==> src/axi_pkg.sv <==
package axi_pkg;

    typedef logic [31:0] axi_addr_t;  // Byte address.
    typedef logic [31:0] axi_data_t;
    typedef logic [3:0]  axi_strb_t;
    typedef logic [3:0]  axi_id_t;
    typedef logic [7:0]  axi_len_t;   // Beats minus one.
    typedef logic [2:0]  axi_size_t;  // Log2 of the bytes per beat.
    typedef logic [1:0]  axi_burst_t;
    typedef logic [1:0]  axi_resp_t;

    // Response codes.
    localparam axi_resp_t RESP_OKAY   = 2'b00;
    localparam axi_resp_t RESP_DECERR = 2'b11;

    localparam axi_burst_t BURST_INCR = 2'b01;
    localparam axi_size_t  SIZE_WORD  = 3'd2;  // Four bytes per beat.

endpackage

==> src/mem_pkg.sv <==
package mem_pkg;

    import axi_pkg::*;

    // The SRAM holds 256 words, so the map covers 1 KiB from address zero.
    localparam int MEM_WORDS = 256;
    typedef logic [7:0] mem_index_t;

    localparam int FETCH_BEATS = 4;  // Words per cache line.

    localparam axi_id_t FETCH_ID = 4'd0;
    localparam axi_id_t LSU_ID   = 4'd1;

    // Which client owns the shared port.
    typedef enum logic [1:0] {
        GRANT_IDLE,
        GRANT_FETCH,
        GRANT_LSU
    } grant_t;

endpackage

==> src/axi_if.sv <==
`timescale 1ns/1ps

interface axi_if import axi_pkg::*; ();

    logic       awvalid, awready;
    axi_addr_t  awaddr;
    axi_id_t    awid;
    axi_len_t   awlen;
    axi_size_t  awsize;
    axi_burst_t awburst;

    logic       wvalid, wready, wlast;
    axi_data_t  wdata;
    axi_strb_t  wstrb;

    logic       bvalid, bready;
    axi_resp_t  bresp;
    axi_id_t    bid;

    logic       arvalid, arready;
    axi_addr_t  araddr;
    axi_id_t    arid;
    axi_len_t   arlen;
    axi_size_t  arsize;
    axi_burst_t arburst;

    logic       rvalid, rready, rlast;
    axi_data_t  rdata;
    axi_resp_t  rresp;
    axi_id_t    rid;

    modport master (
        output awvalid, awaddr, awid, awlen, awsize, awburst,
        output wvalid, wdata, wstrb, wlast, bready,
        output arvalid, araddr, arid, arlen, arsize, arburst, rready,
        input  awready, wready, bvalid, bresp, bid,
        input  arready, rvalid, rdata, rresp, rlast, rid
    );

    modport slave (
        input  awvalid, awaddr, awid, awlen, awsize, awburst,
        input  wvalid, wdata, wstrb, wlast, bready,
        input  arvalid, araddr, arid, arlen, arsize, arburst, rready,
        output awready, wready, bvalid, bresp, bid,
        output arready, rvalid, rdata, rresp, rlast, rid
    );

endinterface

==> src/lsu_master.sv <==
`timescale 1ns/1ps

module lsu_master import axi_pkg::*, mem_pkg::*; (
    input  logic      clock,
    input  logic      reset,
    input  logic      lsu_valid,
    input  logic      lsu_write,
    input  axi_addr_t lsu_addr,
    input  axi_data_t lsu_wdata,
    input  axi_strb_t lsu_wstrb,
    output logic      lsu_ready,
    output logic      lsu_done,
    output logic      lsu_error,
    output axi_data_t lsu_rdata,
    output logic      req,
    axi_if.master     bus
);

    typedef enum logic [1:0] {
        LSU_IDLE,
        LSU_READ,
        LSU_WRITE
    } lsu_state_t;

    lsu_state_t state;
    logic       addr_pend, w_pend;  // Address and data beats still to be handed over.
    logic       accept, r_fire, b_fire;
    axi_addr_t  addr_q;
    axi_data_t  wdata_q;
    axi_strb_t  wstrb_q;

    assign lsu_ready = (state == LSU_IDLE);
    assign req       = (state != LSU_IDLE);
    assign accept    = lsu_valid && lsu_ready;
    assign r_fire    = bus.rvalid && bus.rready;
    assign b_fire    = bus.bvalid && bus.bready;

    assign bus.arvalid = (state == LSU_READ) && addr_pend;
    assign bus.araddr  = addr_q;
    assign bus.arid    = LSU_ID;
    assign bus.arlen   = '0;
    assign bus.arsize  = SIZE_WORD;
    assign bus.arburst = BURST_INCR;
    assign bus.rready  = (state == LSU_READ);

    assign bus.awvalid = (state == LSU_WRITE) && addr_pend;
    assign bus.awaddr  = addr_q;
    assign bus.awid    = LSU_ID;
    assign bus.awlen   = '0;
    assign bus.awsize  = SIZE_WORD;
    assign bus.awburst = BURST_INCR;
    assign bus.wvalid  = (state == LSU_WRITE) && w_pend;
    assign bus.wdata   = wdata_q;
    assign bus.wstrb   = wstrb_q;
    assign bus.wlast   = 1'b1;
    assign bus.bready  = (state == LSU_WRITE);

    always_ff @(posedge clock) begin
        if (reset) begin
            state     <= LSU_IDLE;
            addr_pend <= 1'b0;
            w_pend    <= 1'b0;
            lsu_done  <= 1'b0;
        end else begin
            lsu_done <= r_fire || b_fire;
            case (state)
                LSU_IDLE: begin
                    if (lsu_valid) begin
                        state     <= lsu_write ? LSU_WRITE : LSU_READ;
                        addr_pend <= 1'b1;
                        w_pend    <= lsu_write;
                    end
                end
                LSU_READ: begin
                    if (bus.arready) addr_pend <= 1'b0;
                    if (r_fire) state <= LSU_IDLE;
                end
                LSU_WRITE: begin
                    if (bus.awready) addr_pend <= 1'b0;  // aw and w retire on their own.
                    if (bus.wready) w_pend <= 1'b0;
                    if (b_fire) state <= LSU_IDLE;
                end
                default: state <= LSU_IDLE;
            endcase
        end
    end

    always_ff @(posedge clock) begin
        if (accept) begin
            addr_q  <= lsu_addr;
            wdata_q <= lsu_wdata;
            wstrb_q <= lsu_wstrb;
        end
        if (r_fire || b_fire) begin
            lsu_rdata <= r_fire ? bus.rdata : '0;
            lsu_error <= (r_fire ? bus.rresp : bus.bresp) != RESP_OKAY;
        end
    end

endmodule

==> src/flat_wrapper.sv <==
// flat-port wrapper written by rule: the top's interface ports become plain ports
module lsu_master_flat import axi_pkg::*, mem_pkg::*;
  (clock, reset, lsu_valid, lsu_write, lsu_addr, lsu_wdata, lsu_wstrb, lsu_ready, lsu_done, lsu_error, lsu_rdata, req, bus_awvalid, bus_awaddr, bus_awid, bus_awlen, bus_awsize, bus_awburst, bus_wvalid, bus_wdata, bus_wstrb, bus_wlast, bus_bready, bus_arvalid, bus_araddr, bus_arid, bus_arlen, bus_arsize, bus_arburst, bus_rready, bus_awready, bus_wready, bus_bvalid, bus_bresp, bus_bid, bus_arready, bus_rvalid, bus_rdata, bus_rresp, bus_rlast, bus_rid);
  axi_if bus_i ();
  input  logic clock;
  input  logic reset;
  input  logic lsu_valid;
  input  logic lsu_write;
  input  axi_addr_t lsu_addr;
  input  axi_data_t lsu_wdata;
  input  axi_strb_t lsu_wstrb;
  output logic lsu_ready;
  output logic lsu_done;
  output logic lsu_error;
  output axi_data_t lsu_rdata;
  output logic req;
  output wire logic [$bits(bus_i.awvalid)-1:0] bus_awvalid;
  output wire logic [$bits(bus_i.awaddr)-1:0] bus_awaddr;
  output wire logic [$bits(bus_i.awid)-1:0] bus_awid;
  output wire logic [$bits(bus_i.awlen)-1:0] bus_awlen;
  output wire logic [$bits(bus_i.awsize)-1:0] bus_awsize;
  output wire logic [$bits(bus_i.awburst)-1:0] bus_awburst;
  output wire logic [$bits(bus_i.wvalid)-1:0] bus_wvalid;
  output wire logic [$bits(bus_i.wdata)-1:0] bus_wdata;
  output wire logic [$bits(bus_i.wstrb)-1:0] bus_wstrb;
  output wire logic [$bits(bus_i.wlast)-1:0] bus_wlast;
  output wire logic [$bits(bus_i.bready)-1:0] bus_bready;
  output wire logic [$bits(bus_i.arvalid)-1:0] bus_arvalid;
  output wire logic [$bits(bus_i.araddr)-1:0] bus_araddr;
  output wire logic [$bits(bus_i.arid)-1:0] bus_arid;
  output wire logic [$bits(bus_i.arlen)-1:0] bus_arlen;
  output wire logic [$bits(bus_i.arsize)-1:0] bus_arsize;
  output wire logic [$bits(bus_i.arburst)-1:0] bus_arburst;
  output wire logic [$bits(bus_i.rready)-1:0] bus_rready;
  input wire logic [$bits(bus_i.awready)-1:0] bus_awready;
  input wire logic [$bits(bus_i.wready)-1:0] bus_wready;
  input wire logic [$bits(bus_i.bvalid)-1:0] bus_bvalid;
  input wire logic [$bits(bus_i.bresp)-1:0] bus_bresp;
  input wire logic [$bits(bus_i.bid)-1:0] bus_bid;
  input wire logic [$bits(bus_i.arready)-1:0] bus_arready;
  input wire logic [$bits(bus_i.rvalid)-1:0] bus_rvalid;
  input wire logic [$bits(bus_i.rdata)-1:0] bus_rdata;
  input wire logic [$bits(bus_i.rresp)-1:0] bus_rresp;
  input wire logic [$bits(bus_i.rlast)-1:0] bus_rlast;
  input wire logic [$bits(bus_i.rid)-1:0] bus_rid;
  assign bus_awvalid = bus_i.awvalid;
  assign bus_awaddr = bus_i.awaddr;
  assign bus_awid = bus_i.awid;
  assign bus_awlen = bus_i.awlen;
  assign bus_awsize = bus_i.awsize;
  assign bus_awburst = bus_i.awburst;
  assign bus_wvalid = bus_i.wvalid;
  assign bus_wdata = bus_i.wdata;
  assign bus_wstrb = bus_i.wstrb;
  assign bus_wlast = bus_i.wlast;
  assign bus_bready = bus_i.bready;
  assign bus_arvalid = bus_i.arvalid;
  assign bus_araddr = bus_i.araddr;
  assign bus_arid = bus_i.arid;
  assign bus_arlen = bus_i.arlen;
  assign bus_arsize = bus_i.arsize;
  assign bus_arburst = bus_i.arburst;
  assign bus_rready = bus_i.rready;
  assign bus_i.awready = bus_awready;
  assign bus_i.wready = bus_wready;
  assign bus_i.bvalid = bus_bvalid;
  assign bus_i.bresp = bus_bresp;
  assign bus_i.bid = bus_bid;
  assign bus_i.arready = bus_arready;
  assign bus_i.rvalid = bus_rvalid;
  assign bus_i.rdata = bus_rdata;
  assign bus_i.rresp = bus_rresp;
  assign bus_i.rlast = bus_rlast;
  assign bus_i.rid = bus_rid;
  lsu_master u_core (.clock(clock), .reset(reset), .lsu_valid(lsu_valid), .lsu_write(lsu_write), .lsu_addr(lsu_addr), .lsu_wdata(lsu_wdata), .lsu_wstrb(lsu_wstrb), .lsu_ready(lsu_ready), .lsu_done(lsu_done), .lsu_error(lsu_error), .lsu_rdata(lsu_rdata), .req(req), .bus(bus_i));
endmodule
==> config.mk <==
export PLATFORM = sky130hd
export DESIGN_NAME = lsu_master_flat
export DESIGN_NICKNAME = d
export VERILOG_FILES = /design/src/axi_pkg.sv /design/src/mem_pkg.sv /design/src/axi_if.sv /design/src/lsu_master.sv /design/src/flat_wrapper.sv
export SDC_FILE = /design/constraint.sdc
export NUM_CORES = 1
export LEC_CHECK = 0
export BUFFER_PORTS_ARGS = -buffer_cell sky130_fd_sc_hd__buf_2
export CELL_PAD_IN_SITES_DETAIL_PLACEMENT = 0
export CELL_PAD_IN_SITES_GLOBAL_PLACEMENT = 1
export CORE_ASPECT_RATIO = 1.1
export CORE_MARGIN = 1.5
export CORE_UTILIZATION = 28
export CTS_CLUSTER_SIZE = 12
export DETAILED_ROUTE_END_ITERATION = 8
export PLACE_DENSITY = 0.84
export SLEW_MARGIN = 20
export SYNTH_ARGS = -nofsm -noshare
export SYNTH_HDL_FRONTEND = slang
export SYNTH_SLANG_ARGS = --single-unit
==> constraint.sdc <==
create_clock -name clock -period 2.85 [get_ports clock]
set_input_delay 0.57 -clock clock [delete_from_list [all_inputs] [get_ports clock]]
set_output_delay 0.57 -clock clock [all_outputs]
set_load 0.01 [all_outputs]
## Word-level counts from Yosys, hierarchy flattened

Index checks and enable logic that the tools add are counted.

| cells by class | value |
|---|---|
| divide/modulo/power cells | 0 |
| multiply operators | 0 |
| equal/unequal tests | 8 |
| reduce and logical (&&, ||, !) cells | 15 |
| magnitude comparators | 0 |
| shifts and indexed selects | 0 |
| bitwise gates (word level) | 0 |
| multiplexer cells | 13 |
| $add $sub $neg | 0 |

Operators by type and width:

| operator | count |
|---|---|
| 2-bit inequality test, second input constant | 6 |
| 2-bit 2-to-1 mux | 5 |
| 1-bit logical AND | 6 |
| 2-bit case mux with 3 select lines | 1 |
| 3-bit AND reduction | 2 |
| 2-bit nonzero test | 3 |
| 1-bit 2-to-1 mux | 5 |
| 4-bit AND reduction | 1 |
| 1-bit case mux with 3 select lines | 1 |
| 3-bit nonzero test | 1 |
| 2-bit by 1-bit equality test with 1-bit output, second input constant | 1 |
| 2-bit equality test, second input constant | 1 |
| 2-bit logical NOT | 1 |
| 1-bit case mux with 2 select lines | 1 |
| 1-bit logical OR | 1 |

| storage, ports and cells | value |
|---|---|
| memory bits (writable) | 0 |
| memories kept | 0 |
| logic and storage cells | 45 |
| memory bits (read-only) | 0 |
| input port bits | 122 |
| bits in latches | 0 |
| bits in registers | 106 |

## Depth between registers and ports, before layout

| depth | value |
|---|---|
| depth after elaboration | 4 |
| depth in mapped cells | 5 |

## Worst setup path before layout

No wires, ideal clock.

| path | value |
|---|---|
| kind | reg2reg |
| start | register u_core.state[0] |
| end | register u_core.addr_q[0] (netlist: u_core.bus.araddr[0]) (enable) |
| arrival time | 2.242 ns |
| library setup time | 0.433 ns |
| setup slack | 0.175 ns |
| path buffers | 0 |
| stages on the path, launching flop included | 4 |
| data required time | 2.417 ns |
| cell sequence | dfxtp_1 -> inv_1 -> ha_1 -> and2_1 |

| between the ends | value |
|---|---|
| word-level cells in the longest chain between the ends | 2 |

RTL lines:

| what | line | source |
|---|---|---|
| start: declaration | lsu_master.sv:25 | `lsu_state_t state;` |
| start signal: assignment | lsu_master.sv:69 | `state <= lsu_write ? LSU_WRITE : LSU_READ;` |
| 2-bit logical NOT | lsu_master.sv:32 | `assign lsu_ready = (state == LSU_IDLE);` |
| 1-bit logical AND | lsu_master.sv:34 | `assign accept = lsu_valid && lsu_ready;` |
| named net u_core.accept | lsu_master.sv:27 | `logic accept, r_fire, b_fire;` |
| end signal: assignment | lsu_master.sv:90 | `addr_q <= lsu_addr;` |
| end: declaration | lsu_master.sv:28 | `axi_addr_t addr_q;` |

The timed path passes the listed nets, and every way through them passes these cells.
A chain may end at the register's enable or synchronous reset.

## Worst setup path in the final report

| path | value |
|---|---|
| start | register u_core.state[1] |
| end | output bus_arvalid |

| between the ends | value |
|---|---|
| word-level cells in the longest chain between the ends | 2 |

RTL lines:

| what | line | source |
|---|---|---|
| 2-bit by 1-bit equality test with 1-bit output | lsu_master.sv:38 | `assign bus.arvalid = (state == LSU_READ) && addr_pend;` |
| 1-bit logical AND | lsu_master.sv:38 |  |
| end: declaration | flat_wrapper.sv:28 | `output wire logic [$bits(bus_i.arvalid)-1:0] bus_arvalid;` |

Every way passes these cells.

==> results by group <==
Power and ir drop
  – Sequential share of power: 0.526
  – Net Sw Frac: 0.2626
  – LEAKAGE: 0.002599 uW
  – Share of total power in combinational logic: 0.153
  – Clock Power Share: 0.320
  – Sw power: 963.7 uW
  – Max IR drop VDD: 0.2335 mV
  – P per Cell Area: 655.3 mW/mm^2
  – Int Pwr: 2706 uW

Route
  – Detailed Routing Iterations Pass 1: 4
  – Starting DRT DRC Count: 74
  – Routed WL per cell: 15.72 um
  – DR DRC count: 0
  – Antenna viol nets, final: 0
  – WL final: 10.74 mm
  – Via density: 4.148
  – Vias: 2833

Floorplan
  – Row count: 46
  – Placeable Area: 0.01450 mm^2
  – Initial Util: 0.2886
  – # IOs: 298
  – Die Height: 131.2 um
  – Die Span X: 119.6 um
  – Die ar.: 0.01569 mm^2

GRT
  – GR Overflow Total: 0
  – First-pass GRT wire length: 16.04 mm
  – Antenna violations before repair: 5
  – All-layer global routing usage: 0.1350
  – Pin count of the biggest net entering global routing: 69
  – Vias in the first global route: 2922

Synth
  – Synthesized area per cell: 16.29 um^2
  – Largest cells by area after synthesis: edfxtp_1 (72%), buf_4 (12%), and3_1 (4.5%)
  – Synth Instances: 257
  – Post-synth top area cell: edfxtp_1
  – Post-synth top area share: 0.7247
  – Seq/Total Area, Yosys: 0.7486
  – Flops & latches, synth: 106
  – Synth cell types: 27
  – Syn Std Cell Area: 0.004185 mm^2
  – Synth warn: 0

Critical path
  – Crit-path slowest cell: dfxtp_1
  – CP arrival: 1.57 ns
  – CP Data Required Time: 2.28 ns
  – Worst-path cell chain: inv_1, ha_1, and2_1, buf_2
  – Crit. End Element: output pin
  – Reg2Reg Depth: 6
  – Family with the most delay on the worst path: flip-flops
  – Buf/Inv on CP: 2
  – CP Max Fanout: 14
  – Critical Path Stages: 4
  – Slowest stage delay, CP: 0.41 ns
  – Crit path kind: register to output pin
  – Startpoint Class: register

Placement
  – Placed cell areas: 0.005319 mm^2
  – Dpl hpwl: 8.744 mm
  – Placer Congestion: 0.6880
  – Port bufs: 253

Clock tree
  – CTS tree: built
  – CTS HTree Levels: 3
  – Post-CTS Resized: 0
  – Clk Latency, worst-skew pair: 0.34 ns
  – CTS Hold Bufs: 0
  – TritonCTS Buffers: 9
  – Post-CTS Setup Bufs: 0
  – CTS clock-pin slew for the worst setup and hold paths: 0.08 ns
  – Clock buffer depth: 2
  – Clk sink count: 106
  – Root buffer cell: clkbuf_16

Final layout
  – Multi-input gate area: 634.4 um^2
  – Layout fillers: 1400
  – Final Util: 0.3861
  – Share of cells above drive strength 1: 0.5706
  – Most common cell after layout, fill and taps aside: buf_2
  – Most frequent cells in the layout: buf_2 (253), edfxtp_1 (101), conb_1 (35)
  – FF+latch area: 0.003133 mm^2
  – # nets final: 613
  – Non-Filler Cell Area, Final: 0.005600 mm^2
  – Synthesis-to-layout area growth: 33.81%

Hold path
  – HP Class: input pin to register
  – Hold Crit Depth: 1

STA
  – Fin crit share: 0.7508
  – Final Skew: 0.006618 ns
  – Final Setup Violations: 0
  – Unrepaired setup endpoints after global routing: false
  – Slew HR: 0.4059
  – Setup TNS: 0 ns
  – Post-layout min period: 2.140 ns
  – Fmax: 0.4674 GHz
  – Actual slew at the worst max-slew pin: 0.8912 ns
  – Final number of hold-violating endpoints: 0
  – Final Max Slew Viols: 0

Flow run
  – Max_cap viols: 0

Outcome
  – Status: complete, no violations
[cells in the mapped netlist, drive strengths merged]
master	instances
nor2b	5
and3	32
nor2	2
or2b	1
dfxtp	5
conb	2
mux2i	1
o21ai	1
nor3	2
nand2	5
buf	70
a21oi	5
o31ai	2
mux2	1
a2111oi	1
or4	2
and3b	1
ha	6
and2	4
clkbuf	3
and2b	1
inv	4
edfxtp	101
[registers in the layout, summed over array words and instances (netlist names)]
register / flops
u_core.lsu_error: 1
u_core.state: 2
u_core.lsu_done: 1
u_core.bus.wstrb: 4
u_core.w_pend: 1
u_core.lsu_rdata: 32
u_core.bus.araddr: 32
u_core.addr_pend: 1
u_core.bus.wdata: 32
[routing by layer]
metal | vias up | share of wire | GRT usage
met4 | 6 | 0.027 | 0.06283
met1 | 1320 | 0.37 | 0.1377
met3 | 23 | 0.10 | 0.05295
met2 | 203 | 0.50 | 0.2401
met5 | - | 0.0041 | 0
li1 | 1281 | - | -
[power groups by stage]
stage | clock network [uW] | logic, uW | registers (uW)
floorplan | 0 | 273 | 2040
global placement | 0 | 558 | 1960
detailed placement | 0 | 571 | 1970
CTS | 1220 | 572 | 1930
global route | 1270 | 612 | 1950
finish | 1180 | 563 | 1930
[logic make-up (layout without fill, tap and decap cells)]
kind of cell	after synthesis	count (layout)	synth area share
AO/OA/AOI/OAI	9	9	0.01435
adder cells (fa/ha/maj)	6	6	0.01794
buffers and inverters	77	276	0.1300
flip-flops	106	106	0.7486
multiplexers	2	2	0.005082
other	2	37	0.001794
AND/OR/NAND/NOR	55	55	0.08221
[final cells by class]
class / count / share of cell area
inverter: 4 / 0.002681
antenna: 2 / 0.0008937
multi-input combinational: 107 / 0.1133
clock buffer: 9 / 0.04021
tap: 192 / 0.04290
timing repair buffer: 257 / 0.2315
sequential: 106 / 0.5594
clock inverter: 6 / 0.009160
[stage by stage]
| stage | setup WS, ns | std cells | hold slack (ns) | power [uW] |
|---|---|---|---|---|
| after detailed placement | 0.7777 | 666 | 0.4570 | 2540 |
| after floorplan | 0.1746 | 290 | 0.4341 | 2313 |
| after global routing | 0.5872 | 683 | 0.3752 | 3828 |
| after CTS | 0.6756 | 681 | 0.3707 | 3728 |
| final | 0.7103 | 683 | 0.3914 | 3670 |
| after global placement | 0.8840 | 666 | 0.4507 | 2521 |
[worst reg2reg max path, stage by stage (launching register included)]
cell and delay (ns):
dfxtp_1 0.41, inv_1 0.13, ha_1 0.34, buf_4 0.27, nor2b_1 0.16, a2111oi_2 0.30
mux2_2 0.38
[worst paths after layout]
| path | startpoint | to | slack (ns) |
|---|---|---|---|
| min reg2reg | u_core.w_pend | u_core.w_pend | 0.47 |
| max | u_core.state[1] | bus_arvalid | 0.71 |
| min | lsu_wdata[0] | u_core.bus.wdata[0] | 0.39 |
| max reg2reg | u_core.state[1] | u_core.addr_pend | 0.76 |
No activity file was read; power rests on OpenSTA's default activity.
