[src/axi_pkg.sv]
package axi_pkg;

    typedef logic [31:0] axi_addr_t;  // Byte address.
    typedef logic [31:0] axi_data_t;
    typedef logic [3:0]  axi_strb_t;
    typedef logic [3:0]  axi_id_t;
    typedef logic [7:0]  axi_len_t;   // Beats minus one.
    typedef logic [2:0]  axi_size_t;  // Log2 of the bytes per beat.
    typedef logic [1:0]  axi_burst_t;
    typedef logic [1:0]  axi_resp_t;

    // Response codes.
    localparam axi_resp_t RESP_OKAY   = 2'b00;
    localparam axi_resp_t RESP_DECERR = 2'b11;

    localparam axi_burst_t BURST_INCR = 2'b01;
    localparam axi_size_t  SIZE_WORD  = 3'd2;  // Four bytes per beat.

endpackage

[src/mem_pkg.sv]
package mem_pkg;

    import axi_pkg::*;

    // The SRAM holds 256 words, so the map covers 1 KiB from address zero.
    localparam int MEM_WORDS = 256;
    typedef logic [7:0] mem_index_t;

    localparam int FETCH_BEATS = 4;  // Words per cache line.

    localparam axi_id_t FETCH_ID = 4'd0;
    localparam axi_id_t LSU_ID   = 4'd1;

    // Which client owns the shared port.
    typedef enum logic [1:0] {
        GRANT_IDLE,
        GRANT_FETCH,
        GRANT_LSU
    } grant_t;

endpackage

[src/axi_if.sv]
`timescale 1ns/1ps

interface axi_if import axi_pkg::*; ();

    logic       awvalid, awready;
    axi_addr_t  awaddr;
    axi_id_t    awid;
    axi_len_t   awlen;
    axi_size_t  awsize;
    axi_burst_t awburst;

    logic       wvalid, wready, wlast;
    axi_data_t  wdata;
    axi_strb_t  wstrb;

    logic       bvalid, bready;
    axi_resp_t  bresp;
    axi_id_t    bid;

    logic       arvalid, arready;
    axi_addr_t  araddr;
    axi_id_t    arid;
    axi_len_t   arlen;
    axi_size_t  arsize;
    axi_burst_t arburst;

    logic       rvalid, rready, rlast;
    axi_data_t  rdata;
    axi_resp_t  rresp;
    axi_id_t    rid;

    modport master (
        output awvalid, awaddr, awid, awlen, awsize, awburst,
        output wvalid, wdata, wstrb, wlast, bready,
        output arvalid, araddr, arid, arlen, arsize, arburst, rready,
        input  awready, wready, bvalid, bresp, bid,
        input  arready, rvalid, rdata, rresp, rlast, rid
    );

    modport slave (
        input  awvalid, awaddr, awid, awlen, awsize, awburst,
        input  wvalid, wdata, wstrb, wlast, bready,
        input  arvalid, araddr, arid, arlen, arsize, arburst, rready,
        output awready, wready, bvalid, bresp, bid,
        output arready, rvalid, rdata, rresp, rlast, rid
    );

endinterface

[src/fetch_master.sv]
`timescale 1ns/1ps

module fetch_master import axi_pkg::*, mem_pkg::*; (
    input  logic      clock,
    input  logic      reset,
    input  logic      fetch_valid,
    input  axi_addr_t fetch_addr,
    output logic      fetch_ready,
    output logic      fetch_rvalid,
    output logic      fetch_rlast,
    output axi_data_t fetch_rdata,
    output logic      req,
    axi_if.master     bus
);

    typedef enum logic [1:0] {
        FETCH_IDLE,
        FETCH_ADDR,
        FETCH_DATA
    } fetch_state_t;

    fetch_state_t state;
    axi_addr_t    line_q;
    logic         r_fire;

    assign fetch_ready = (state == FETCH_IDLE);
    assign req         = (state != FETCH_IDLE);
    assign r_fire      = bus.rvalid && bus.rready;

    assign bus.arvalid = (state == FETCH_ADDR);
    assign bus.araddr  = line_q;
    assign bus.arid    = FETCH_ID;
    assign bus.arlen   = axi_len_t'(FETCH_BEATS - 1);
    assign bus.arsize  = SIZE_WORD;
    assign bus.arburst = BURST_INCR;
    assign bus.rready  = (state == FETCH_DATA);  // Never stalls the burst.

    // Instruction fetch never writes.
    assign bus.awvalid = 1'b0;
    assign bus.awaddr  = '0;
    assign bus.awid    = '0;
    assign bus.awlen   = '0;
    assign bus.awsize  = '0;
    assign bus.awburst = '0;
    assign bus.wvalid  = 1'b0;
    assign bus.wdata   = '0;
    assign bus.wstrb   = '0;
    assign bus.wlast   = 1'b0;
    assign bus.bready  = 1'b0;

    always_ff @(posedge clock) begin
        if (reset) begin
            state        <= FETCH_IDLE;
            fetch_rvalid <= 1'b0;
            fetch_rlast  <= 1'b0;
        end else begin
            fetch_rvalid <= r_fire;
            fetch_rlast  <= r_fire && bus.rlast;
            case (state)
                FETCH_IDLE: if (fetch_valid) state <= FETCH_ADDR;
                FETCH_ADDR: if (bus.arready) state <= FETCH_DATA;
                FETCH_DATA: if (r_fire && bus.rlast) state <= FETCH_IDLE;
                default:    state <= FETCH_IDLE;
            endcase
        end
    end

    always_ff @(posedge clock) begin
        if (fetch_valid && fetch_ready)
            line_q <= fetch_addr & ~axi_addr_t'(FETCH_BEATS * 4 - 1);  // Line base.
        if (r_fire)
            fetch_rdata <= bus.rdata;
    end

endmodule

[src/flat_wrapper.sv]
// flat-port wrapper written by rule: the top's interface ports become plain ports
module fetch_master_flat import axi_pkg::*, mem_pkg::*;
  (clock, reset, fetch_valid, fetch_addr, fetch_ready, fetch_rvalid, fetch_rlast, fetch_rdata, req, bus_awvalid, bus_awaddr, bus_awid, bus_awlen, bus_awsize, bus_awburst, bus_wvalid, bus_wdata, bus_wstrb, bus_wlast, bus_bready, bus_arvalid, bus_araddr, bus_arid, bus_arlen, bus_arsize, bus_arburst, bus_rready, bus_awready, bus_wready, bus_bvalid, bus_bresp, bus_bid, bus_arready, bus_rvalid, bus_rdata, bus_rresp, bus_rlast, bus_rid);
  axi_if bus_i ();
  input  logic clock;
  input  logic reset;
  input  logic fetch_valid;
  input  axi_addr_t fetch_addr;
  output logic fetch_ready;
  output logic fetch_rvalid;
  output logic fetch_rlast;
  output axi_data_t fetch_rdata;
  output logic req;
  output wire logic [$bits(bus_i.awvalid)-1:0] bus_awvalid;
  output wire logic [$bits(bus_i.awaddr)-1:0] bus_awaddr;
  output wire logic [$bits(bus_i.awid)-1:0] bus_awid;
  output wire logic [$bits(bus_i.awlen)-1:0] bus_awlen;
  output wire logic [$bits(bus_i.awsize)-1:0] bus_awsize;
  output wire logic [$bits(bus_i.awburst)-1:0] bus_awburst;
  output wire logic [$bits(bus_i.wvalid)-1:0] bus_wvalid;
  output wire logic [$bits(bus_i.wdata)-1:0] bus_wdata;
  output wire logic [$bits(bus_i.wstrb)-1:0] bus_wstrb;
  output wire logic [$bits(bus_i.wlast)-1:0] bus_wlast;
  output wire logic [$bits(bus_i.bready)-1:0] bus_bready;
  output wire logic [$bits(bus_i.arvalid)-1:0] bus_arvalid;
  output wire logic [$bits(bus_i.araddr)-1:0] bus_araddr;
  output wire logic [$bits(bus_i.arid)-1:0] bus_arid;
  output wire logic [$bits(bus_i.arlen)-1:0] bus_arlen;
  output wire logic [$bits(bus_i.arsize)-1:0] bus_arsize;
  output wire logic [$bits(bus_i.arburst)-1:0] bus_arburst;
  output wire logic [$bits(bus_i.rready)-1:0] bus_rready;
  input wire logic [$bits(bus_i.awready)-1:0] bus_awready;
  input wire logic [$bits(bus_i.wready)-1:0] bus_wready;
  input wire logic [$bits(bus_i.bvalid)-1:0] bus_bvalid;
  input wire logic [$bits(bus_i.bresp)-1:0] bus_bresp;
  input wire logic [$bits(bus_i.bid)-1:0] bus_bid;
  input wire logic [$bits(bus_i.arready)-1:0] bus_arready;
  input wire logic [$bits(bus_i.rvalid)-1:0] bus_rvalid;
  input wire logic [$bits(bus_i.rdata)-1:0] bus_rdata;
  input wire logic [$bits(bus_i.rresp)-1:0] bus_rresp;
  input wire logic [$bits(bus_i.rlast)-1:0] bus_rlast;
  input wire logic [$bits(bus_i.rid)-1:0] bus_rid;
  assign bus_awvalid = bus_i.awvalid;
  assign bus_awaddr = bus_i.awaddr;
  assign bus_awid = bus_i.awid;
  assign bus_awlen = bus_i.awlen;
  assign bus_awsize = bus_i.awsize;
  assign bus_awburst = bus_i.awburst;
  assign bus_wvalid = bus_i.wvalid;
  assign bus_wdata = bus_i.wdata;
  assign bus_wstrb = bus_i.wstrb;
  assign bus_wlast = bus_i.wlast;
  assign bus_bready = bus_i.bready;
  assign bus_arvalid = bus_i.arvalid;
  assign bus_araddr = bus_i.araddr;
  assign bus_arid = bus_i.arid;
  assign bus_arlen = bus_i.arlen;
  assign bus_arsize = bus_i.arsize;
  assign bus_arburst = bus_i.arburst;
  assign bus_rready = bus_i.rready;
  assign bus_i.awready = bus_awready;
  assign bus_i.wready = bus_wready;
  assign bus_i.bvalid = bus_bvalid;
  assign bus_i.bresp = bus_bresp;
  assign bus_i.bid = bus_bid;
  assign bus_i.arready = bus_arready;
  assign bus_i.rvalid = bus_rvalid;
  assign bus_i.rdata = bus_rdata;
  assign bus_i.rresp = bus_rresp;
  assign bus_i.rlast = bus_rlast;
  assign bus_i.rid = bus_rid;
  fetch_master u_core (.clock(clock), .reset(reset), .fetch_valid(fetch_valid), .fetch_addr(fetch_addr), .fetch_ready(fetch_ready), .fetch_rvalid(fetch_rvalid), .fetch_rlast(fetch_rlast), .fetch_rdata(fetch_rdata), .req(req), .bus(bus_i));
endmodule
[config.mk]
export PLATFORM = sky130hd
export DESIGN_NAME = fetch_master_flat
export DESIGN_NICKNAME = d
export VERILOG_FILES = /design/src/axi_pkg.sv /design/src/mem_pkg.sv /design/src/axi_if.sv /design/src/fetch_master.sv /design/src/flat_wrapper.sv
export SDC_FILE = /design/constraint.sdc
export NUM_CORES = 1
export LEC_CHECK = 0
export BUFFER_PORTS_ARGS = -buffer_cell sky130_fd_sc_hd__buf_2
export CAP_MARGIN = 20
export CORE_AREA = 4 4 101 103
export DETAILED_ROUTE_END_ITERATION = 7
export DIE_AREA = 0 0 105 107
export PLACE_DENSITY = 0.68
export SYNTH_ARGS = -nofsm -noshare
export SYNTH_HDL_FRONTEND = slang
export SYNTH_SLANG_ARGS = --single-unit
[constraint.sdc]
create_clock -name clock -period 1.4 [get_ports clock]
set_input_delay 0.14 -clock clock [delete_from_list [all_inputs] [get_ports clock]]
set_output_delay 0.14 -clock clock [all_outputs]
set_load 0.1 [all_outputs]
Word-level counts from Yosys, hierarchy flattened
Cells that the tools add are included.
{"block": "op_classes", "muxes": 4, "reduce_logical": 6, "n_eq_ne": 5}
{"cell": "2-bit two-way mux", "count": 3}
{"cell": "2-bit one-hot mux with 3 select lines", "count": 1}
{"cell": "2-bit != test (second input constant)", "count": 2}
{"cell": "1-bit logical AND", "count": 3}
{"cell": "3-bit AND reduction", "count": 1}
{"cell": "2-bit by 1-bit == test with 1-bit output (second input constant)", "count": 1}
{"cell": "2-bit == test (second input constant)", "count": 1}
{"cell": "2-bit logical NOT", "count": 1}
{"cell": "2-bit by 1-bit != test with 1-bit output (second input constant)", "count": 1}
{"cell": "2-bit nonzero test", "count": 1}
{"block": "totals", "register_bits": 64, "wordCells": 20, "input_bits": 85}

Depth between registers and ports, before layout
Gate-level depths: netlist (run 1).
{"block": "logic_depth", "ltp_word": 5, "mapped_depth": 3}

Worst setup path before layout (run 1)
No wires, ideal clock.
{"block": "synth_path", "kind": "register -> register", "start": "reg u_core.state[0]", "end": "reg u_core.line_q[10] (netlist: u_core.bus.araddr[10]), enable pin", "setup_ps": 387, "slack_ps": -1515, "arrival_time_ps": 2527, "required_time_ps": 1013, "period_less_slack_ps": 2915, "path_stages_with_launch": 3, "path_cell_list": "dfxtp_1 nor2_1 and2_1"}
{"block": "synth_via", "elab_chain_cells": 2}
{"element": "start: declaration", "line": "fetch_master.sv:22", "text": "fetch_state_t state;"}
{"element": "start signal: assignment", "line": "fetch_master.sv:53", "text": "state <= FETCH_IDLE;"}
{"element": "start signal: assignment", "line": "fetch_master.sv:60", "text": "FETCH_IDLE: if (fetch_valid) state <= FETCH_ADDR;"}
{"element": "start signal: assignment", "line": "fetch_master.sv:61", "text": "FETCH_ADDR: if (bus.arready) state <= FETCH_DATA;"}
{"element": "2-bit logical NOT", "line": "fetch_master.sv:26", "text": "assign fetch_ready = (state == FETCH_IDLE);"}
{"element": "via fetch_ready", "line": "flat_wrapper.sv:9", "text": "output logic fetch_ready;"}
{"element": "1-bit logical AND", "line": "fetch_master.sv:69", "text": "if (fetch_valid && fetch_ready)"}
{"element": "end signal: assignment", "line": "fetch_master.sv:70", "text": "line_q <= fetch_addr & ~axi_addr_t'(FETCH_BEATS * 4 - 1);"}
{"element": "end: declaration", "line": "fetch_master.sv:23", "text": "axi_addr_t line_q;"}
The timed path passes the listed nets, and every way through them passes these cells.
A chain may end at the register's enable or synchronous reset.

Final worst setup path (run 1)
{"block": "layout_path", "start": "reg u_core.fetch_rdata[11]", "end": "out fetch_rdata[11]"}
{"element": "start: declaration", "line": "fetch_master.sv:11", "text": "output axi_data_t fetch_rdata,"}
{"element": "start signal: assignment", "line": "fetch_master.sv:72", "text": "fetch_rdata <= bus.rdata;"}
{"element": "end: declaration", "line": "flat_wrapper.sv:12", "text": "output axi_data_t fetch_rdata;"}
No word-level cell between the ends.

==> metrics.cfg, run 1 <==
[die]
die_h_um = 107
start_util_pct = 30.54
chipWidth_um = 105
core_um2 = 9196
row_count = 35
ios = 261
dieArea_um2 = 11240

[critical_path]
path_max_fanout = 1
crit_slowest_cell = buf_2
crit_arrival_ns = 1.15
critPathLaunchType = register
critical_path_class = reg2out
cp_num_cells = 1
reg2regPathDepth = 3
crit_required_ns = 1.26
endpoint_kind = primary output
crit_buf_inv = 1
r2r_setup_slack_ns = 0.14
regToRegStartpoint = u_core.state[1]
crit_chain = buf_2
crit_family = buffers and inverters
r2r-end = u_core.fetch_rdata[26]
cp_slowest_stage_delay_ns = 0.44

[power]
power_density_nw_per_um2 = 1524
p_switching_mw = 2.792
p_leak_nw = 1.907
seqPwrFrac_pct = 35.4
p_clk_share_pct = 28.1
p_total_mw = 6.269
switching_share_pct = 44.53
internal-power_mw = 3.477
ir_drop_uv = 684.2
p_comb_share_pct = 36.5

[synthesis]
ys_seq_area_share_pct = 66.99
ys.warnings.count = 0
syn_area_um2 = 2809
synth-seq-cells = 64
ys_types = 16
synthCells = 190
avgSynthCellArea_um2 = 14.78

[clock_network]
cts_tree = yes
clkTransAtPathRegs_ns = 0.08
cts.sinks = 64
cts_inserted_buffers = 9
root_buffer = clkbuf_8
clock_path_buffers = 2
postCtsSetupRepairBufs = 0
cts_max_level = 3
clock_latency_ns = 0.33

[sta]
rsz0062_at_grt = no
slew_violations = 0
setup_tns_ns = 0
tightest_slew_ns = 0.5126
skew_ns = 0.007338
hold_viol = 0
hold_ws_ns = 0.02158
timing.fmax_mhz = 772.8
finalSetupViolations = 0
relSlewSlack_pct = 66.06
fin_crit_sh_pct = 92.43
finalCriticalPeriod_ns = 1.294

[routing]
vias_per_cell = 3.684
avgRoutedWirePerCell_um = 14.02
ant_nets = 0
routed_wl_um = 7135
vias = 1875
firstDrtPassIters = 4
drc_errors = 0
dr.first_iter.drc_count = 50

[outcome]
outcome = finished, final reports clean

[hold_path]
min_from = reset
min_path_cells = 2
hold_end = u_core.state[1]
hold_path_class = in2reg

[finish]
antennaDiodeCount = 0
final_area_um2 = 4113
fin_nets = 478
fin_util_pct = 44.72
syn2layout_area_growth_pct = 46.41
fill_cells = 805
drive_gt1_share_pct = 39.45

[placed_design]
dp_hpwl_um = 4544
io_buffers = 131
gp_congestion = 0.6979
dpl_cell_area_um2 = 3271

[global_routing]
grt_overflow = 0
grt_pass1_vias = 1924
antenna_found_initial = 0
grt_usage_pct = 11.88
grt_pass1_wl_um = 10210
grt_max_degree = 29

[run]
cap_violations = 0

-- cell usage in the layout, fill, tap and decap left out --
master         count
nor2b_4            1
bufinv_16          2
and2b_2            1
buf_2            127
dfxtp_2            2
inv_8              1
clkinv_2           1
inv_6              1
and2_4             2
nand3b_1           1
a2111oi_1          1
dfxtp_1            2
clkbuf_8           9
conb_1           110
edfxtp_1          60
a21oi_1            1
buf_4              2
dlygate4sd3_1     61
nor2_4             1
nor2_1             1
clkinv_4           2
nor3b_2            1
buf_12             4
nand2_1            2
and2b_1            1
inv_1              1
-- per-stage QoR --
stage               worst slack [ns]  std cells
floorplan                    -0.3377        298
global placement              0.1998        432
detailed placement            0.1694        432
CTS                           0.1046        509
global route                 0.06660        509
finish                        0.1059        509
-- worst reg2reg max path, stage by stage (launching register included) --
cell and delay, ns:
dfxtp_2 0.38, nor2b_4 0.23, and2_4 0.21, buf_12 0.16
-- state kept, by name, indices dropped and copies added, names as in the netlist --
| name | flops |
|---|---|
| u_core.bus.araddr | 28 |
| u_core.fetch_rdata | 32 |
| u_core.fetch_rlast | 1 |
| u_core.fetch_rvalid | 1 |
| u_core.state | 2 |
-- layer usage --
layer | share of wire (%) | wire length (µm) | GRT usage (%) | vias to the layer above
li1 | - | - | - | 829
met1 | 34 | 2399 | 11.69 | 867
met2 | 53 | 3796 | 22.14 | 166
met3 | 11 | 803 | 4.455 | 13
met4 | 1.9 | 136 | 5.248 | 0
met5 | 0 | 0 | 0 | -
-- Yosys cell counts --
library cell / instances / area (µm²)
buf_4: 110 / 825.8
edfxtp_1: 60 / 1802
dfxtp_1: 4 / 80.08
conb_1: 2 / 7.510
nand2_1: 2 / 7.510
nor2_1: 2 / 7.510
a2111oi_1: 1 / 10.01
a21oi_1: 1 / 5.000
and2_1: 1 / 6.260
and2_4: 1 / 8.760
and2b_1: 1 / 7.510
and2b_2: 1 / 8.760
inv_1: 1 / 3.750
nand3b_1: 1 / 7.510
nor2b_2: 1 / 8.760
nor3b_2: 1 / 12.51
-- cells by family (layout without fill, tap and decap cells) --
group	Yosys count	in the layout	share of synthesized area, %
flops	64	64	66.99
other cells	2	110	0.2674
simple gates	11	11	2.673
buf+inv	111	211	29.53
compound gates	2	2	0.5344
-- power by group through the flow --
stage	Clock, mW	Sequential (mW)	Combinational (mW)
4_1_cts	1.79	2.21	2.27
5_1_grt	1.90	2.22	2.34
3_3_place_gp	0	2.25	2.12
3_5_place_dp	0	2.26	2.13
6_report	1.76	2.22	2.29
2_1_floorplan	0	2.77	1.65
-- worst max path at each step --
stage	startpoint	end	slack [ns]
3_5_place_dp	u_core.state[1]	u_core.fetch_rdata[0]	0.17
3_3_place_gp	u_core.state[1]	u_core.fetch_rdata[0]	0.20
5_1_grt	u_core.fetch_rdata[11]	fetch_rdata[11]	0.07
4_1_cts	u_core.state[0]	req	0.10
2_1_floorplan	u_core.state[1]	u_core.fetch_rdata[0]	-0.34
6_report	u_core.fetch_rdata[11]	fetch_rdata[11]	0.11
-- layout make-up --
cell class,count,area (µm²),share of cell area [%]
Inverter,1,3.754,0.09127
Clock buffer,9,123.9,3.012
Clock inverter,7,102.6,2.495
Multi-Input combinational cell,123,518.0,12.60
Timing Repair Buffer,194,1341,32.61
Tap cell,111,138.9,3.377
Sequential cell,64,1884,45.82
-- timing repair --
item / in CTS / in global routing
setup endpoints to repair: 2 / 0
hold endpoints to repair: 61 / 0
resized for setup: 2 / 0
hold buffers: 61 / 0
Power figures use the tool's default switching activity.
==> run 2: changes to the inputs <==
--- a/config.mk
+++ b/config.mk
@@ -5,12 +5,13 @@
 export SDC_FILE = /design/constraint.sdc
 export NUM_CORES = 1
 export LEC_CHECK = 0
+export ABC_AREA = 1
 export BUFFER_PORTS_ARGS = -buffer_cell sky130_fd_sc_hd__buf_2
 export CAP_MARGIN = 20
-export CORE_AREA = 4 4 101 103
+export CORE_MARGIN = 4
+export CORE_UTILIZATION = 33
 export DETAILED_ROUTE_END_ITERATION = 7
-export DIE_AREA = 0 0 105 107
-export PLACE_DENSITY = 0.68
+export PLACE_DENSITY = 0.74
 export SYNTH_ARGS = -nofsm -noshare
 export SYNTH_HDL_FRONTEND = slang
 export SYNTH_SLANG_ARGS = --single-unit
==> run 2 against run 1 <==
  * Synthesized area rose by 0.40%
  * Global-route usage rose by 2.0 points
  * Clock skew rose by 0.0031 ns
  * Non-clock buffer count did not move
  * Critical path depth did not move
  * Critical path type unchanged
  * Clock-buffer cell count rose by 1
  * Clock power fell by 15%
==> metrics.cfg, run 2 <==
[synthesis]
ys.warnings.count = 0
synthCells = 196
ys_types = 15
syn_area_um2 = 2820
synth-edff-count = 60
synth_top_area_share_pct = 63.89
synthArstFlopShare_pct = 0
ys_seq_area_share_pct = 66.73
yosys.area.top_type = edfxtp_1
yosysMostFrequentCell = buf_4
synth_area_leaders = edfxtp_1, buf_4, dfxtp_1
synth-seq-cells = 64
synthFlopType = edfxtp_1
synth_commonest_cells = buf_4, edfxtp_1, dfxtp_1, inv_1, nand2_2
avgSynthCellArea_um2 = 14.39

[die]
start_util_pct = 34.15
chipWidth_um = 100.4
ios = 261
row_count = 33
core_um2 = 8258
die_h_um = 100.4
dieArea_um2 = 10090

[finish]
regArea_um2 = 1884
multi_input_area_um2 = 503.0
largest_reg_flops = 32
final_cell_mix = buf_2, conb_1, dlygate4sd3_1, edfxtp_1, clkbuf_8
syn2layout_area_growth_pct = 45.70
final_common_cell = buf_2
fin_nets = 484
largest_register = u_core.fetch_rdata
final_area_um2 = 4109
final_cell_count_no_fill = 509
fill_cells = 710
drive_gt1_share_pct = 39.85
antennaDiodeCount = 0

[routing]
firstDrtPassIters = 4
vias_per_cell = 3.715
vias = 1891
routed_wl_um = 7631
ant_nets = 0
avgRoutedWirePerCell_um = 14.99
drc_errors = 0
dr.first_iter.drc_count = 54

[sta]
fin_crit_sh_pct = 90.61
setup_tns_ns = 0
finalSetupViolations = 0
hold_ws_ns = 0.03350
slew_violations = 0
relSlewSlack_pct = 65.34
finalCriticalPeriod_ns = 1.268
rsz0062_at_grt = no
timing.fmax_mhz = 788.3
skew_ns = 0.01046
tightest_slew_ns = 0.5236
hold_viol = 0

[clock_network]
cts.sinks = 64
clkTransAtPathRegs_ns = 0.06
cts_max_level = 3
root_buffer = clkbuf_8
clock_path_buffers = 2
cts_tree = yes
clock_latency_ns = 0.33
cts.repair.resized = 0
cts_inserted_buffers = 9

[critical_path]
crit_slowest_cell = buf_2
crit_buf_inv = 1
crit_chain = buf_2
crit_required_ns = 1.26
crit_arrival_ns = 1.13
regToRegStartpoint = u_core.state[0]
cp_num_cells = 1
path_max_fanout = 1
crit_end = bus_araddr[31]
cp_slowest_stage_delay_ns = 0.44
endpoint_kind = primary output
r2r-end = u_core.fetch_rdata[18]
critical_path_class = reg2out
critical_path.startpoint = u_core.bus.araddr[31]
r2r_setup_slack_ns = 0.18
critPathLaunchType = register
reg2regPathDepth = 4
crit_family = buffers and inverters

[placed_design]
placed_cells = 433
io_buffers = 131
gp_congestion = 0.8054
dp_hpwl_um = 5019
dpl_cell_area_um2 = 3321

[power]
p_leak_nw = 1.903
ir_drop_uv = 750.8
power_density_nw_per_um2 = 1465

[global_routing]
antenna_found_initial = 0
grt_usage_pct = 13.91
grt_pass1_vias = 1920
grt_overflow = 0
grt_max_degree = 29
grt_pass1_wl_um = 10360

[hold_path]
hold_path_class = in2reg
min_path_cells = 2

[run]
cap_violations = 0

[outcome]
outcome = finished, final reports clean

==> run 2: what timing repair did <==
| action | 4_1_cts | 5_1_grt |
|---|---|---|
| hold buffers | 60 | 0 |
| setup buffers | 0 | 0 |
| endpoints found under the hold margin | 60 | 0 |
==> run 2: cell type report <==
| class | instances | share of cell area [%] |
|---|---|---|
| repair buffers | 194 | 33.50 |
| inverters | 6 | 0.6395 |
| well taps | 105 | 3.197 |
| multi-input cells | 124 | 12.24 |
| clock inverters | 6 | 1.462 |
| clock buffers | 10 | 3.106 |
| flip-flops and latches | 64 | 45.86 |
==> run 2: cell families (layout without fill, tap and decap cells) <==
family / after synthesis / count (layout) / share of synthesized area [%]
flip-flops: 64 / 64 / 66.73
other: 2 / 110 / 0.2663
AO/OA/AOI/OAI: 2 / 2 / 0.3549
AND/OR/NAND/NOR: 12 / 12 / 2.573
buffers and inverters: 116 / 216 / 30.08
==> run 2: per-layer routing <==
metal	global-route usage (%)	part of all wire, %	vias up
li1	-	-	838
met4	7.150	2.5	0
met1	14.36	32	870
met2	24.72	51	167
met5	0	0	-
met3	4.864	14	16
==> run 2: worst min path at each step <==
stage	start	endpoint	slack [ns]
2_1_floorplan	reset	u_core.state[0]	0.20
3_5_place_dp	fetch_addr[17]	u_core.bus.araddr[17]	0.32
5_1_grt	reset	u_core.fetch_rlast	0.03
4_1_cts	reset	u_core.fetch_rlast	0.01
3_3_place_gp	fetch_addr[11]	u_core.bus.araddr[11]	0.32
6_report	reset	u_core.fetch_rlast	0.03
==> run 2: where the power goes <==
| part | total, mW | internal, mW | leakage (nW) | switching (mW) |
|---|---|---|---|---|
| logic | 2.30 | 0.282 | 1.22 | 2.02 |
| registers | 2.21 | 2.19 | 0.590 | 0.0283 |
| clock network | 1.50 | 0.813 | 0.0920 | 0.690 |
==> run 2: through the flow <==
| step | power (mW) | worst slack [ns] | util [%] |
|---|---|---|---|
| 2_1_floorplan | 4.399 | -0.3055 | - |
| 3_5_place_dp | 4.400 | 0.1802 | 40.21 |
| 5_1_grt | 6.190 | 0.09109 | 49.76 |
| 6_report | 6.021 | 0.1315 | 49.76 |
| 3_3_place_gp | 4.386 | 0.2009 | 40.21 |
| 4_1_cts | 6.006 | 0.1159 | 49.76 |
